**src/hw/icache_defines.svh**
```systemverilog
/*
 * instruction cache geometry macros
 * address, offset, index and way counts plus derived widths
 */
`ifndef ICACHE_DEFINES_SVH
`define ICACHE_DEFINES_SVH

`define ICACHE_ADDR_W	32	// byte address bits
`define ICACHE_OFF_W	4	// byte offset in a 16-byte line
`define ICACHE_INDEX_W	2	// 4 sets
`define ICACHE_WAYS	2
`define ICACHE_WORD_W	32	// fetch word and memory beat

`define ICACHE_SETS	(1 << `ICACHE_INDEX_W)
`define ICACHE_LINE_W	(8 << `ICACHE_OFF_W)
`define ICACHE_BEATS	(`ICACHE_LINE_W / `ICACHE_WORD_W)
`define ICACHE_WSEL_W	(`ICACHE_OFF_W - 2)	// word offset inside a line
`define ICACHE_TAG_W	(`ICACHE_ADDR_W - `ICACHE_INDEX_W - `ICACHE_OFF_W)

`endif
```
**src/hw/icache_pkg.sv**
```systemverilog
/*
 * instruction cache types
 * tag, line and the fetch address union
 */
`include "icache_defines.svh"

package icache_pkg;

	typedef logic [`ICACHE_TAG_W-1:0] tag_t;
	typedef logic [`ICACHE_LINE_W-1:0] line_t;

	// address split as the lookup sees it
	typedef struct packed {
		tag_t tag;
		logic [`ICACHE_INDEX_W-1:0] index;
		logic [`ICACHE_WSEL_W-1:0] word;
		logic [1:0] byte_off;	// always zero for word fetches
	} fetch_fields_t;

	// raw word for ports and burst address, fields for the lookup
	typedef union packed {
		logic [`ICACHE_ADDR_W-1:0] raw;
		fetch_fields_t f;
	} fetch_addr_t;

endpackage

```
**src/hw/icache_top.sv**
```systemverilog
/*
 * instruction cache top
 * control block, generated ways and hit select
 */
`include "icache_defines.svh"

module icache_top (
	input  logic clock,
	input  logic reset,
	input  logic req_valid,
	output logic req_ready,
	input  logic [`ICACHE_ADDR_W-1:0] req_addr,
	output logic resp_valid,
	input  logic resp_ready,
	output logic [`ICACHE_WORD_W-1:0] resp_data,
	output logic mem_req_valid,
	input  logic mem_req_ready,
	output logic [`ICACHE_ADDR_W-1:0] mem_req_addr,
	input  logic mem_resp_valid,
	input  logic mem_resp_last,
	input  logic [`ICACHE_WORD_W-1:0] mem_resp_data,
	input  logic fence
);
	import icache_pkg::*;

	tag_t line_tag;
	logic [`ICACHE_INDEX_W-1:0] line_index;
	logic [`ICACHE_WSEL_W-1:0] word_sel;
	logic [`ICACHE_WAYS-1:0] fill_sel;	// one-hot victim
	logic fill_shift;
	logic fill_last;
	logic [`ICACHE_WORD_W-1:0] fill_data;
	logic invalidate;
	logic [`ICACHE_WAYS-1:0] hit_vec;
	line_t line_vec [`ICACHE_WAYS];
	logic any_hit;
	logic [`ICACHE_WORD_W-1:0] hit_word;

	icache_ctrl ctrl_i (
		.clock, .reset,
		.req_valid, .req_ready, .req_addr,
		.resp_valid, .resp_ready, .resp_data,
		.mem_req_valid, .mem_req_ready, .mem_req_addr,
		.mem_resp_valid, .mem_resp_last, .mem_resp_data,
		.fence,
		.line_tag, .line_index, .word_sel,
		.fill_sel, .fill_shift, .fill_last, .fill_data,
		.invalidate, .any_hit, .hit_word
	);

	for (genvar g = 0; g < `ICACHE_WAYS; g++) begin : g_way
		icache_way way_i (
			.clock, .reset,
			.line_tag, .line_index,
			.fill_sel(fill_sel[g]),
			.fill_shift, .fill_last, .fill_data,
			.invalidate,
			.hit(hit_vec[g]),
			.line_data(line_vec[g])
		);
	end

	icache_hit_select hit_select_i (
		.hit_vec, .line_vec, .word_sel,
		.any_hit,
		.word(hit_word)
	);

endmodule

```
**src/hw/icache_ctrl.sv**
```systemverilog
/*
 * cache control
 * request capture and the idle/lookup/refill/respond/fence FSM
 * round-robin victim per set, burst request and refill steering
 */
`include "icache_defines.svh"

module icache_ctrl (
	input  logic clock,
	input  logic reset,
	input  logic req_valid,
	output logic req_ready,
	input  icache_pkg::fetch_addr_t req_addr,
	output logic resp_valid,
	input  logic resp_ready,
	output logic [`ICACHE_WORD_W-1:0] resp_data,
	output logic mem_req_valid,
	input  logic mem_req_ready,
	output logic [`ICACHE_ADDR_W-1:0] mem_req_addr,
	input  logic mem_resp_valid,
	input  logic mem_resp_last,
	input  logic [`ICACHE_WORD_W-1:0] mem_resp_data,
	input  logic fence,
	output icache_pkg::tag_t line_tag,
	output logic [`ICACHE_INDEX_W-1:0] line_index,
	output logic [`ICACHE_WSEL_W-1:0] word_sel,
	output logic [`ICACHE_WAYS-1:0] fill_sel,
	output logic fill_shift,
	output logic fill_last,
	output logic [`ICACHE_WORD_W-1:0] fill_data,
	output logic invalidate,
	input  logic any_hit,
	input  logic [`ICACHE_WORD_W-1:0] hit_word
);
	import icache_pkg::*;

	localparam int WAY_W = (`ICACHE_WAYS > 1) ? $clog2(`ICACHE_WAYS) : 1;

	typedef enum logic [2:0] {
		ST_IDLE,
		ST_LOOKUP,
		ST_REFILL,
		ST_RESPOND,
		ST_FENCE
	} state_t;

	state_t state;
	fetch_addr_t addr_q;	// held for the whole fetch
	fetch_addr_t line_addr;
	logic [WAY_W-1:0] victim [`ICACHE_SETS];
	logic fence_pend;
	logic req_fire;
	logic fence_take;
	logic refill_done;

	assign req_ready = (state == ST_IDLE) && !fence_pend;
	assign req_fire = req_valid && req_ready;
	// a request in the same cycle wins over the fence
	assign fence_take = (state == ST_IDLE) && !req_fire && (fence || fence_pend);

	assign line_tag = addr_q.f.tag;
	assign line_index = addr_q.f.index;
	assign word_sel = addr_q.f.word;

	always_comb begin
		line_addr = addr_q;
		line_addr.f.word = '0;
		line_addr.f.byte_off = '0;
	end
	assign mem_req_addr = line_addr.raw;

	// beats go straight to the victim way
	assign fill_shift = (state == ST_REFILL) && mem_resp_valid;
	assign fill_last = mem_resp_last;
	assign fill_data = mem_resp_data;
	assign refill_done = fill_shift && fill_last;
	assign invalidate = (state == ST_FENCE);

	always_comb begin
		for (int w = 0; w < `ICACHE_WAYS; w++) begin
			fill_sel[w] = (state == ST_REFILL) && (victim[line_index] == WAY_W'(w));
		end
	end

	always_ff @(posedge clock) begin
		if (req_fire) begin
			addr_q <= req_addr;
		end
	end

	always_ff @(posedge clock) begin
		if (reset) begin
			fence_pend <= 1'b0;
		end else if (fence_take) begin
			fence_pend <= 1'b0;
		end else if (fence) begin
			fence_pend <= 1'b1;	// busy or beaten by a request
		end
	end

	always_ff @(posedge clock) begin
		if (reset) begin
			for (int s = 0; s < `ICACHE_SETS; s++) begin
				victim[s] <= '0;
			end
		end else if (refill_done) begin
			if (victim[line_index] == WAY_W'(`ICACHE_WAYS - 1)) begin
				victim[line_index] <= '0;
			end else begin
				victim[line_index] <= victim[line_index] + 1'b1;
			end
		end
	end

	always_ff @(posedge clock) begin
		if ((state == ST_LOOKUP) && any_hit) begin
			resp_data <= hit_word;
		end
	end

	always_ff @(posedge clock) begin
		if (reset) begin
			state <= ST_IDLE;
			resp_valid <= 1'b0;
			mem_req_valid <= 1'b0;
		end else begin
			case (state)
				ST_IDLE: begin
					if (req_fire) begin
						state <= ST_LOOKUP;
					end else if (fence_take) begin
						state <= ST_FENCE;
					end
				end
				ST_LOOKUP: begin
					if (any_hit) begin
						state <= ST_RESPOND;
						resp_valid <= 1'b1;
					end else begin
						state <= ST_REFILL;
						mem_req_valid <= 1'b1;	// whole line burst
					end
				end
				ST_REFILL: begin
					if (mem_req_valid && mem_req_ready) begin
						mem_req_valid <= 1'b0;
					end
					if (refill_done) begin
						state <= ST_LOOKUP;	// answer from the new line
					end
				end
				ST_RESPOND: begin
					if (resp_ready) begin
						resp_valid <= 1'b0;
						state <= ST_IDLE;
					end
				end
				ST_FENCE: state <= ST_IDLE;
				default: state <= ST_IDLE;
			endcase
		end
	end

endmodule

```
**src/hw/icache_hit_select.sv**
```systemverilog
/*
 * hit select
 * one-hot merge of the way lines and word pick by offset
 */
`include "icache_defines.svh"

module icache_hit_select (
	input  logic [`ICACHE_WAYS-1:0] hit_vec,
	input  icache_pkg::line_t line_vec [`ICACHE_WAYS],
	input  logic [`ICACHE_WSEL_W-1:0] word_sel,
	output logic any_hit,
	output logic [`ICACHE_WORD_W-1:0] word
);
	import icache_pkg::*;

	line_t sel_line;

	assign any_hit = |hit_vec;

	// at most one way hits, so an OR of masked lines is the mux
	always_comb begin
		sel_line = '0;
		for (int w = 0; w < `ICACHE_WAYS; w++) begin
			if (hit_vec[w]) begin
				sel_line = sel_line | line_vec[w];
			end
		end
	end

	assign word = sel_line[word_sel * `ICACHE_WORD_W +: `ICACHE_WORD_W];

endmodule

```
**src/hw/icache_way.sv**
```systemverilog
/*
 * one cache way
 * per-set tag, valid and line storage
 * tag compare and shift-in refill
 */
`include "icache_defines.svh"

module icache_way (
	input  logic clock,
	input  logic reset,
	input  icache_pkg::tag_t line_tag,
	input  logic [`ICACHE_INDEX_W-1:0] line_index,
	input  logic fill_sel,
	input  logic fill_shift,
	input  logic fill_last,
	input  logic [`ICACHE_WORD_W-1:0] fill_data,
	input  logic invalidate,
	output logic hit,
	output icache_pkg::line_t line_data
);
	import icache_pkg::*;

	tag_t tags [`ICACHE_SETS];
	line_t lines [`ICACHE_SETS];
	logic [`ICACHE_SETS-1:0] valid;

	logic beat_wr;	// beat for this way
	logic fill_done;

	assign beat_wr = fill_sel && fill_shift;
	assign fill_done = beat_wr && fill_last;

	// fence drops every line at once
	always_ff @(posedge clock) begin
		if (reset || invalidate) begin
			valid <= '0;
		end else if (fill_done) begin
			valid[line_index] <= 1'b1;
		end
	end

	always_ff @(posedge clock) begin
		if (fill_done) begin
			tags[line_index] <= line_tag;
		end
	end

	// beats come lowest word first, so each new one enters at the top
	always_ff @(posedge clock) begin
		if (beat_wr) begin
			lines[line_index] <= {fill_data,
				lines[line_index][`ICACHE_LINE_W-1:`ICACHE_WORD_W]};
		end
	end

	assign hit = valid[line_index] && (tags[line_index] == line_tag);
	assign line_data = lines[line_index];	// read out unqualified

endmodule

```
**config.mk**
```make
export PLATFORM = sky130hd
export DESIGN_NAME = icache_top
export DESIGN_NICKNAME = d
export VERILOG_FILES = /design/src/hw/icache_pkg.sv /design/src/hw/icache_top.sv /design/src/hw/icache_ctrl.sv /design/src/hw/icache_hit_select.sv /design/src/hw/icache_way.sv
export VERILOG_INCLUDE_DIRS = /design/src /design/src/hw
export SDC_FILE = /design/constraint.sdc
export NUM_CORES = 1
export LEC_CHECK = 0
export ABC_AREA = 0
export BUFFER_PORTS_ARGS = -buffer_cell sky130_fd_sc_hd__buf_2
export CELL_PAD_IN_SITES_DETAIL_PLACEMENT = 1
export CELL_PAD_IN_SITES_GLOBAL_PLACEMENT = 1
export CORE_AREA = 4 4 310 312
export DETAILED_ROUTE_END_ITERATION = 8
export DIE_AREA = 0 0 314 316
export PLACE_DENSITY = 0.9
export SETUP_SLACK_MARGIN = 0.1
export SLEW_MARGIN = 20
export SYNTH_ARGS = -nofsm -noshare
export SYNTH_HDL_FRONTEND = slang
export SYNTH_SLANG_ARGS = --single-unit
```
**constraint.sdc**
```tcl
create_clock -name clock -period 15.48 [get_ports clock]
set_clock_uncertainty 0.05 [all_clocks]
set_input_delay 2.322 -clock clock [delete_from_list [all_inputs] [get_ports clock]]
set_output_delay 2.322 -clock clock [all_outputs]
set_load 0.05 [all_outputs]
```
==> results of run 1 <==
logic make-up (layout without fill, tap and decap cells):
group	count (synthesis)	in the layout	share of synthesized area (%)
buffers and inverters	162	434	1.93
DFF	1314	1314	77.0
muxes	368	368	15.3
other	1	16	0.00735
AOI/OAI and AO/OA	187	187	2.82
xor gates and xnor gates	46	46	0.789
and+or+nand+nor	181	181	2.17
cells in the mapped netlist (11+ instances only):
library cell	instances	area (um^2)
xnor2_1	32	280
mux4_2	318	7160
xor2_1	14	123
nor2_1	80	300
nand2_1	18	67.6
clkbuf_1	35	131
buf_2	37	185
buf_4	39	293
dfxtp_1	16	320
a211oi_1	75	563
edfxtp_1	1298	39000
nand4_1	11	68.8
mux2i_1	35	350
inv_1	15	56.3
nor4_2	32	400
a21oi_1	36	180
a211oi_2	19	238
buf_1	15	56.3
through the flow:
stage	setup slack, ns	util [%]
2_1_floorplan	3.27	-
3_3_place_gp	9.94	56.8
3_5_place_dp	9.72	56.8
4_1_cts	9.55	61.3
5_1_grt	9.20	61.3
6_report	9.55	61.3
state kept, by name, indices dropped and copies added, names as in the netlist, named ones only:
name,flops
ctrl_i.resp_valid,1
ctrl_i.victim,4
ctrl_i.fence_pend,1
g_way.way_i.lines,1024
g_way.way_i.tags,208
g_way.way_i.valid,8
ctrl_i.state,3
ctrl_i.mem_req_valid,1
ctrl_i.resp_data,32
ctrl_i.addr_q,30
area by class of cell:
class,instances,share of cell area [%]
tap,1254,2.75
antenna,12,0.0526
multi-input combinational,786,19.1
sequential,1314,68.9
timing repair buffer,175,1.80
clock inverter,82,1.28
clock buffer,159,6.04
inverter,18,0.125
worst paths after layout:
kind	from	endpoint	slack [ns]	depth (start not counted)
max	register	ctrl_i.resp_data[23]	9.55	10
min	ctrl_i.resp_valid	ctrl_i.resp_valid	0.43	1
max reg2reg	register	ctrl_i.resp_data[23]	9.55	10
min reg2reg	ctrl_i.resp_valid	ctrl_i.resp_valid	0.43	1
per-layer routing:
layer  global-route usage, %  share of wire [%]  up-vias
met3                    5.91                8.6      304
met1                    34.8                 37    13300
met5                       0              0.022        -
met4                    10.6                3.8        4
met2                    44.6                 51     1587
li1                        -                  -     9955
critical path: stages, from the launching register on:
cell       delay, ns
dfxtp_4         0.86
buf_4           0.92
mux4_2          0.43
xnor2_1         0.34
nand4_1         0.14
or4b_1          0.54
nor4_4          0.32
buf_12          0.57
a211o_2         0.25
o21ai_1         0.08
a2111oi_2       0.84
cells in the final DEF, fill, tap and decap left out, types with 19 or more instances in the layout:
master and n:
edfxtp_1 1298, mux4_2 318, clkbuf_16 134, buf_2 132, a211oi_1 75, nor2_1 70, buf_4 39, a21oi_1 36
mux2i_1 35, clkinv_1 34, xnor2_1 32, nor4_2 32, clkbuf_1 25, clkinv_2 23, a211oi_2 19
power by group through the flow:
| stage | logic (mW) | registers, mW | clock network, mW |
|---|---|---|---|
| after floorplan | 0.871 | 4.21 | 0 |
| final | 1.14 | 4.19 | 3.14 |
| after CTS | 1.14 | 4.19 | 3.19 |
| after detailed placement | 1.10 | 4.26 | 0 |
| after global placement | 1.02 | 4.25 | 0 |
| after global routing | 1.21 | 4.20 | 3.34 |
==> impl_results.md, run 1 <==
- Wire length per cell: approximately 34 um
- Unrepaired setup endpoints after global routing: no
- Cell Count Post-Placement: between 3000 and 4000
- Critical Path Fanout Max: about 120
- Part of the power in registers: 49.5%
- Vias per cell: approximately 6.6
- Fin crit share: 38.3%
- Area growth from synthesis to layout: 11.8%
- Crit Path Category: reg -> reg
- Clock latency on the worst-skew pair: 0.75 ns
- Final GP Congestion: slightly below 0.8
- Mapped Cells: around 2300
- Post-cts resize count: 0
- Initial antenna violation count: 15
- Clk sinks: about 1300
- Synth cell types: 68
- Sw Pwr: between 2 and 2.5 mW
- Clock transition at the registers of the reported paths: about 0.06 ns
- Async SR Flop Fraction: 0%
- Post-CTS setup buffers: 0
- Boundary Pins: roughly 140
- NumNets Final: 2500
- Predominant post-synthesis flop cell: edfxtp_1
- Num rows: about 110
- Worst-Margin Slew: ~1.2 ns
- Internal power: about 6.3 mW
- Final Power: between 8 and 9 mW
- Wire length of the first global-routing pass: roughly 190 mm
- Endpoint class of the critical path: register
- VDD IR max: 0.121 mV
- Layout cells sized above 1: 30.1%
- Hold WS: between 0.4 and 0.5 ns
- Final Cell Area: between 0.05 and 0.06 mm^2
- Power density over the cells: roughly 150 mW/mm^2
- Seq/Total Area, Yosys: between 70% and 80%
- Clk network pwr share: between 30 and 40%
- IO Port Bufs: approximately 130
- Hpwl dp: around 65 mm
- Synth Register Bits: ~1300
- Switch share: between 20% and 30%
- Status: finished, final reports clean
- FF/Latch Area: just under 0.04 mm^2
- Die height: ~320 um
- Drt first pass iters: 8
- Via Count: between 20000 and 30000
- Number of global-route vias before repair: about 27000
- Overall Global Routing Usage: a little over a quarter
- Setup violators final: 0
- Root Driver: clkbuf_16
- Placed standard-cell area: roughly 0.053 mm^2
- Crit start category: register
- Comb pwr share: between 10% and 20%
- Largest net degree at the start of global routing: 129
- Clock buffer depth: 3
- Hold Path Class: reg -> reg
- Area of the multi-input gates: ~0.011 mm^2
- Worst EP arrival: about 6.3 ns
- Starting Density: between 50% and 60%
- Die Area: between 0.09 and 0.1 mm^2
- Max Clk Rate: ~170 MHz
- Final non-filler cell total: between 3000 and 4000
- Die span in x: ~310 um
- Post-route ant nets: 0
- CTS tree: built
- YS warnings: 0
- Setup_tns: 0 ns
- Post-Syn Area: 0.0510 mm^2
- Fin. Hold Viols: 0
- Core area: 0.0930 mm^2
- Num CTS Buffers: 133
- Pins Over Slew Limit: 0
- Pleak: 17.7 nW
- CTS H-tree depth: 4
- Filler cell count: about 7600
- DRC Markers: 0
- Rel. slew slack: 22.6%
- Grt ovf: 0
- 1st-iter DRT viols: approximately 3100
- Drt total wl: ~130 mm
- Synthesized area per cell: 22.6 um^2
- Final min period: 5.93 ns
- Data required, critical path: 15.84 ns
- Post-synth EDFFs: ~1300
- Hold Buf Count CTS: 0
- Total of max-cap violations: 0
No activity file was read; power rests on OpenSTA's default activity.
==> run 2, diff against run 1 <==
--- a/config.mk
+++ b/config.mk
@@ -10,10 +10,10 @@
 export BUFFER_PORTS_ARGS = -buffer_cell sky130_fd_sc_hd__buf_2
 export CELL_PAD_IN_SITES_DETAIL_PLACEMENT = 1
 export CELL_PAD_IN_SITES_GLOBAL_PLACEMENT = 1
-export CORE_AREA = 4 4 310 312
+export CORE_AREA = 4 4 325 327
 export DETAILED_ROUTE_END_ITERATION = 8
-export DIE_AREA = 0 0 314 316
-export PLACE_DENSITY = 0.9
+export DIE_AREA = 0 0 329 331
+export PLACE_DENSITY = 0.87
 export SETUP_SLACK_MARGIN = 0.1
 export SLEW_MARGIN = 20
 export SYNTH_ARGS = -nofsm -noshare
==> constraint.sdc (replaced) <==
create_clock -name clock -period 5.3 [get_ports clock]
set_clock_uncertainty 0.05 [all_clocks]
set_input_delay 0.795 -clock clock [delete_from_list [all_inputs] [get_ports clock]]
set_output_delay 0.795 -clock clock [all_outputs]
set_load 0.05 [all_outputs]
==> impl_results.md, run 2 (synthesis gave the netlist of run 1 again) <==
- Area of the multi-input gates: 0.0109 mm^2 (+0.24%)
- Initial antenna violation count: 11 (-4)
- Most frequent cells in the layout: edfxtp_1, mux4_2, buf_2, clkbuf_16, a211oi_1
- Max Clk Rate: 216 MHz (+28%)
- Data required, critical path: 5.78 ns (-10.06 ns)
- Starting Density: 49.6% (-5.3 points)
- Largest net degree at the start of global routing: 141 (+9.3%)
- Pleak: 17.7 nW (+0.36%)
- Fin crit share: 87.4% (+49 points)
- Area growth from synthesis to layout: 12.5%
- Hpwl dp: 63.8 mm (-1.1%)
- Post-CTS setup buffers: 0 (unchanged)
- Drt first pass iters: 5 (-3)
- Layout cells sized above 1: 30.4% (+0.27 points)
- DRC Markers: 0 (unchanged)
- Drt total wl: 118 mm (-9.1%)
- Rel. slew slack: 30.1% (+7.6 points)
- Power density over the cells: 423 mW/mm^2 (+190%)
- Grt ovf: 0 (unchanged)
- Slowest Stage Delay on Critical Path: 0.94 ns (+0.02 ns)
- Final min period: 4.63 ns (-1.29 ns)
- Worst-Margin Slew: 1.05 ns (-0.114 ns)
- Unrepaired setup endpoints after global routing: no
- Wire length of the first global-routing pass: 176 mm (-8.1%)
- Filler cell count: 8655 (+14%)
- Hold EP: ctrl_i.addr_q[23]
- Status: finished, final reports clean
- Final GP Congestion: 0.789 (+1.3%)
- Clk sinks: 1314 (unchanged)
- Num rows: 118 (+5.4%)
- Part of the power in registers: 50.3% (+0.8 points)
- Pins Over Slew Limit: 0 (unchanged)
- Post-route ant nets: 0 (unchanged)
- Most common cell after layout, fill and taps aside: edfxtp_1
- CP cell instances: mux4_2 -> xnor2_1 -> nand2_1 -> or4b_1 -> nor4_4 -> buf_12 -> buf_12 -> a211oi_1 -> nor4_2
- Switch share: 24.9% (-0.74 points)
- Boundary Pins: 139 (unchanged)
- Biggest regs: g_way.way_i.lines (1024), g_way.way_i.tags (208), ctrl_i.resp_data (32)
- Fin. Hold Viols: 0 (unchanged)
- Die span in x: 329 um (+4.8%)
- FF-to-FF setup slack: 0.67 ns (-8.89 ns)
- Max reg flops: 1024 (unchanged)
- Overall Global Routing Usage: 22.0% (-4.7 points)
- Clock latency on the worst-skew pair: 0.75 ns (about the same)
- Comb pwr share: 13.3% (-0.2 points)
- CTS tree: built
- Number of global-route vias before repair: 26300 (-2.2%)
- Die Area: 0.109 mm^2 (+9.8%)
- VDD IR max: 0.298 mV (+150%)
- Crit Path Category: reg -> reg
- Worst r2r dst: ctrl_i.resp_data[25]
- Hold Path Class: in -> reg
- Hold Buf Count CTS: 0 (unchanged)
- CTS H-tree depth: 4 (unchanged)
- Setup violators final: 0 (unchanged)
- Num CTS Buffers: 131 (-1.5%)
- Via Count: 24300 (-3.4%)
- Biggest register: g_way.way_i.lines
- Die height: 331 um (+4.7%)
- Internal power: 18.3 mW (+190%)
- IO Port Bufs: 132 (unchanged)
- Endpoint class of the critical path: register
- Vias per cell: 6.20 (-6.4%)
- Wire length per cell: 30.0 um (-12%)
- Post-cts resize count: 0 (unchanged)
- Reg2reg path depth: 9 (-1)
- Min-delay src: req_addr[23]
- Crit start category: register
- NumNets Final: 2509 (+0.36%)
- Sw Pwr: 6.06 mW (+180%)
- CP max-delay cell: dfxtp_4
- Clock buffer depth: 3 (unchanged)
- FF/Latch Area: 0.0393 mm^2 (unchanged)
- Most frequent CP cell: buf_12
- Post-route setup slack: 0.669 ns (-8.89 ns)
- Hold path cells: 1 (unchanged)
- Core area: 0.103 mm^2 (+11%)
- Setup_tns: 0 ns (unchanged)
- Worst EP arrival: 5.11 ns (-1.18 ns)
- Root Driver: clkbuf_16
- Critical Path Fanout Max: 64 (-48%)
- 1st-iter DRT viols: 2324 (-25%)
- Clk network pwr share: 36.4% (-0.7 points)
- Clock transition at the registers of the reported paths: 0.07 ns (about the same)
- Total of max-cap violations: 0 (unchanged)
- Setup WS pre-CTS: 0.717 ns (-9.00 ns)
-- run 2: per-layer routing --
layer  vias to the layer above  share of wire, %  track usage, %
met5                         -             0.029               0
met4                         6               3.1            7.47
met3                       251               7.7            4.63
met2                      1187                52            37.7
met1                     12900                37            28.3
li1                       9942                 -               -
-- run 2: stage by stage --
step | utilization, % | cell area (um^2) | hold slack, ns | cells | power, mW
finish | 55.8 | 57400 | 0.162 | 3923 | 24.3
global route | 55.8 | 57400 | 0.141 | 3919 | 25.2
CTS | 55.8 | 57400 | 0.117 | 3918 | 24.5
detailed placement | 51.8 | 53300 | 0.403 | 3684 | 15.6
global placement | 51.8 | 53300 | 0.391 | 3684 | 15.4
floorplan | - | 51100 | 0.385 | 2262 | 14.8
-- run 2: final cells by class --
cell class                 count  area share (%)
inverter                      18           0.122
timing repair buffer         186            2.30
multi-input combinational    786            19.0
antenna                        5          0.0218
tap                         1380            3.01
sequential                  1314            68.4
clock inverter                75            1.20
clock buffer                 159            5.89
-- run 2: power by group through the flow --
stage	logic (mW)	clock network, mW	registers [mW]
after CTS	3.27	9.01	12.2
after global routing	3.47	9.49	12.2
after floorplan	2.56	0	12.3
final	3.24	8.85	12.2
after global placement	3.01	0	12.4
after detailed placement	3.21	0	12.4
-- run 2: how the worst max path moves through the flow --
stage,endpoint,slack (ns),cells after the start
global placement,ctrl_i.resp_data[29],0.94,9
global route,ctrl_i.resp_data[18],0.48,9
floorplan,g_way[0].way_i.lines[2][0],-0.44,10
detailed placement,ctrl_i.resp_data[25],0.72,9
finish,ctrl_i.resp_data[25],0.67,9
CTS,ctrl_i.resp_data[25],0.66,9
-- run 2: critical path, delay by kind of cell, from the launching register on --
family / cells / cell delay, ns
compound gates: 1 / 0.18
xor+xnor: 1 / 0.34
buf+inv: 2 / 0.72
flops: 1 / 0.94
mux: 1 / 0.62
simple gates: 4 / 1.37
==> run 3, diff against run 2 <==
--- a/config.mk
+++ b/config.mk
@@ -6,14 +6,14 @@
 export SDC_FILE = /design/constraint.sdc
 export NUM_CORES = 1
 export LEC_CHECK = 0
-export ABC_AREA = 0
+export ABC_AREA = 1
 export BUFFER_PORTS_ARGS = -buffer_cell sky130_fd_sc_hd__buf_2
 export CELL_PAD_IN_SITES_DETAIL_PLACEMENT = 1
 export CELL_PAD_IN_SITES_GLOBAL_PLACEMENT = 1
-export CORE_AREA = 4 4 325 327
+export CORE_AREA = 4 4 314 377
 export DETAILED_ROUTE_END_ITERATION = 8
-export DIE_AREA = 0 0 329 331
-export PLACE_DENSITY = 0.87
+export DIE_AREA = 0 0 318 381
+export PLACE_DENSITY = 0.86
 export SETUP_SLACK_MARGIN = 0.1
 export SLEW_MARGIN = 20
 export SYNTH_ARGS = -nofsm -noshare
==> impl_results.md, run 3 <==
- Hold path cells: 1 (unchanged)
- Drt total wl: 162 mm (+37%)
- Placed standard-cell area: 0.0543 mm^2 (+1.9%)
- Most frequent cells in the layout: edfxtp_1, nand2_1, nor2_1, o21ai_0, nand3_1
- Unrepaired setup endpoints after global routing: no
- Post-route ant nets: 0 (unchanged)
- Part of the power in registers: 41.4% (-8.9 points)
- Rel. slew slack: 9.01% (-21 points)
- Mapped Cells: 4170 (+85%)
- Via Count: 36300 (+49%)
- Core area: 0.115 mm^2 (+11%)
- Post-cts resize count: 0 (unchanged)
- Post-Synth Simple-Gate Area: 13.4% (+11 points)
- Internal power: 20.8 mW (+14%)
- Clk sinks: 1314 (unchanged)
- Synth Register Bits: 1314 (unchanged)
- Die Area: 0.121 mm^2 (+11%)
- Num CTS Buffers: 121 (-7.6%)
- Count leader, synth: edfxtp_1
- DRC Markers: 0 (unchanged)
- Power density over the cells: 557 mW/mm^2 (+32%)
- Post-synthesis mux area share: 0% (-15 points)
- 1st-iter DRT viols: 5039 (+120%)
- Setup WS pre-CTS: 1.09 ns (+0.376 ns)
- Fin crit share: 85.9% (-1.5 points)
- Most common cell after layout, fill and taps aside: edfxtp_1
- Max reg flops: 1024 (unchanged)
- Crit path buf inv count: 2 (unchanged)
- Area of the multi-input gates: 0.0115 mm^2 (+5.1%)
- Adder-cell share of the synthesized area: 0% (unchanged)
- Final min period: 4.55 ns (-0.0798 ns)
- Clk network pwr share: 29.2% (-7.2 points)
- Clock transition at the registers of the reported paths: 0.06 ns (about the same)
- Starting Density: 45.7% (-3.9 points)
- Fin. Hold Viols: 0 (unchanged)
- Root Driver: clkbuf_16
- Endpoint class of the critical path: register
- Die height: 381 um (+15%)
- Largest family of logic cells by synthesized area: simple AND/OR/NAND/NOR gates
- NumNets Final: 4261 (+70%)
- Number of global-route vias before repair: 39100 (+48%)
- CP max-delay cell: buf_4
- Top post-synthesis cells by count: edfxtp_1, nand2_1, nor2_1
- Hpwl dp: 84.5 mm (+32%)
- Drt first pass iters: 6 (+1)
- Worst-Margin Slew: 1.36 ns (+0.317 ns)
- Wire length per cell: 27.8 um (-7.4%)
- Boundary Pins: 139 (unchanged)
- Synth Area in XOR/XNOR: 0.0502% (-0.74 points)
- Pleak: 19.5 nW (+9.7%)
- VDD IR max: 0.484 mV (+62%)
- Pins Over Slew Limit: 0 (unchanged)
- Synth cell types: 30 (-56%)
- Post-synth EDFFs: 1298 (unchanged)
- Worst EP arrival: 5.05 ns (-0.06 ns)
- Critical Path Fanout Max: 128 (+100%)
- Hold Buf Count CTS: 0 (unchanged)
- Clock buffer depth: 3 (unchanged)
- Predominant post-synthesis flop cell: edfxtp_1
- Final Util: 51.3% (-4.6 points)
- Filler cell count: 11400 (+32%)
- Async SR Flop Fraction: 0% (unchanged)
- IO Port Bufs: 132 (unchanged)
- Biggest regs: g_way.way_i.lines (1024), g_way.way_i.tags (208), ctrl_i.resp_data (32)
- Layout cells sized above 1: 9.60% (-21 points)
- Synthesized area per cell: 12.6 um^2 (-44%)
- Vias per cell: 6.24 (+0.70%)
- Max Clk Rate: 220 MHz (+1.8%)
- Largest net degree at the start of global routing: 205 (+45%)
- Post-synthesis compound-gate area fraction: 8.19% (+5.4 points)
- Final GP Congestion: 0.848 (+7.4%)
- Clock latency on the worst-skew pair: 0.77 ns (+0.02 ns)
- Area leader, netlist: edfxtp_1
- Crit Path Category: reg -> reg
- Initial antenna violation count: 26 (+15)
- Ranking of synthesized cells by area: edfxtp_1, o21ai_0, nand3_1
- YS warnings: 0 (unchanged)
- Wire length of the first global-routing pass: 243 mm (+38%)
- Final Power: 32.7 mW (+35%)
- Post-Syn Area: 0.0524 mm^2 (+2.6%)
- Num rows: 136 (+15%)
- Crit start category: register
- Post-route setup slack: 0.749 ns (+0.0798 ns)
- Sw Pwr: 11.9 mW (+97%)
- Final Cell Area: 0.0587 mm^2 (+2.2%)
- Setup violators final: 0 (unchanged)
- Switch share: 36.4% (+12 points)
- Data required, critical path: 5.80 ns (+0.02 ns)
- Crit path depth: 14 (+5)
- CTS H-tree depth: 3 (-1)
- Die span in x: 318 um (-3.3%)
- Status: finished, final reports clean
- Reg2reg path depth: 14 (+5)
- Biggest register: g_way.way_i.lines
- Grt ovf: 0 (unchanged)
- CP cell instances: buf_4 -> nand2_1 -> nand3_1 -> nand3_1 -> nand2_1 -> nand2_1 -> nor3_1 -> nand2_1 -> nor2_4 -> buf_12 -> nand3_1 -> nand3_1 -> nand3_1 -> nand2_1
- Hold Path Class: in -> reg
- Comb pwr share: 29.4% (+16 points)
- Hold WS: 0.153 ns (-0.00921 ns)
- Top-area cell type share of the netlist area: 74.4% (-1.9 points)
- Total of max-cap violations: 0 (unchanged)
- CTS tree: built
- Area growth from synthesis to layout: 12.1%
- Post-CTS setup buffers: 0 (unchanged)
- Slowest Stage Delay on Critical Path: 0.72 ns (-0.22 ns)
- Overall Global Routing Usage: 26.1% (+4.1 points)
- Seq/Total Area, Yosys: 75.0% (-2.0 points)
- FF/Latch Area: 0.0393 mm^2 (unchanged)
- Worst path top cell family by delay: simple AND/OR/NAND/NOR gates
==> run 3: power groups by stage <==
stage	combinational, mW	sequential, mW	clock (mW)
after floorplan	6.22	13.5	0
after global placement	8.31	13.7	0
after detailed placement	9.04	13.7	0
after CTS	9.39	13.5	9.62
after global routing	10.4	13.6	10.1
final	9.61	13.5	9.57
==> run 3: final cells by class <==
type / count / area share, %
flip-flops and latches: 1314 / 67.0
repair buffers: 194 / 2.37
diodes: 12 / 0.0512
clock inverters: 89 / 2.02
well taps: 1518 / 3.24
multi-input cells: 2492 / 19.5
clock buffers: 136 / 5.36
inverters: 66 / 0.463
==> run 3: logic make-up after synthesis <==
| family | Yosys count |
|---|---|
| simple gates | 1695 |
| buf+inv | 367 |
| compound gates | 790 |
| xor+xnor | 3 |
| flops | 1314 |
| other cells | 1 |
==> run 3: per-layer routing <==
metal	vias up	track usage [%]	wire (um)
li1	15200	-	-
met3	454	5.00	14200
met4	10	11.7	6170
met2	2233	45.4	83400
met1	18400	31.7	57900
met5	-	0	68
==> run 3: path summary, 6_finish.rpt <==
kind | slack [ns] | start | to
max | 0.75 | register | ctrl_i.resp_data[5]
min reg2reg | 0.42 | g_way[0].way_i.valid[2] | g_way[0].way_i.valid[2]
min | 0.15 | req_addr[7] | ctrl_i.addr_q[7]
max reg2reg | 0.75 | register | ctrl_i.resp_data[5]
==> run 3: metrics by stage <==
stage | setup TNS, ns | cells
finish | 0 | 5821
global route | 0 | 5817
CTS | 0 | 5809
detailed placement | 0 | 5584
global placement | 0 | 5584
floorplan | -15.51 | 4173
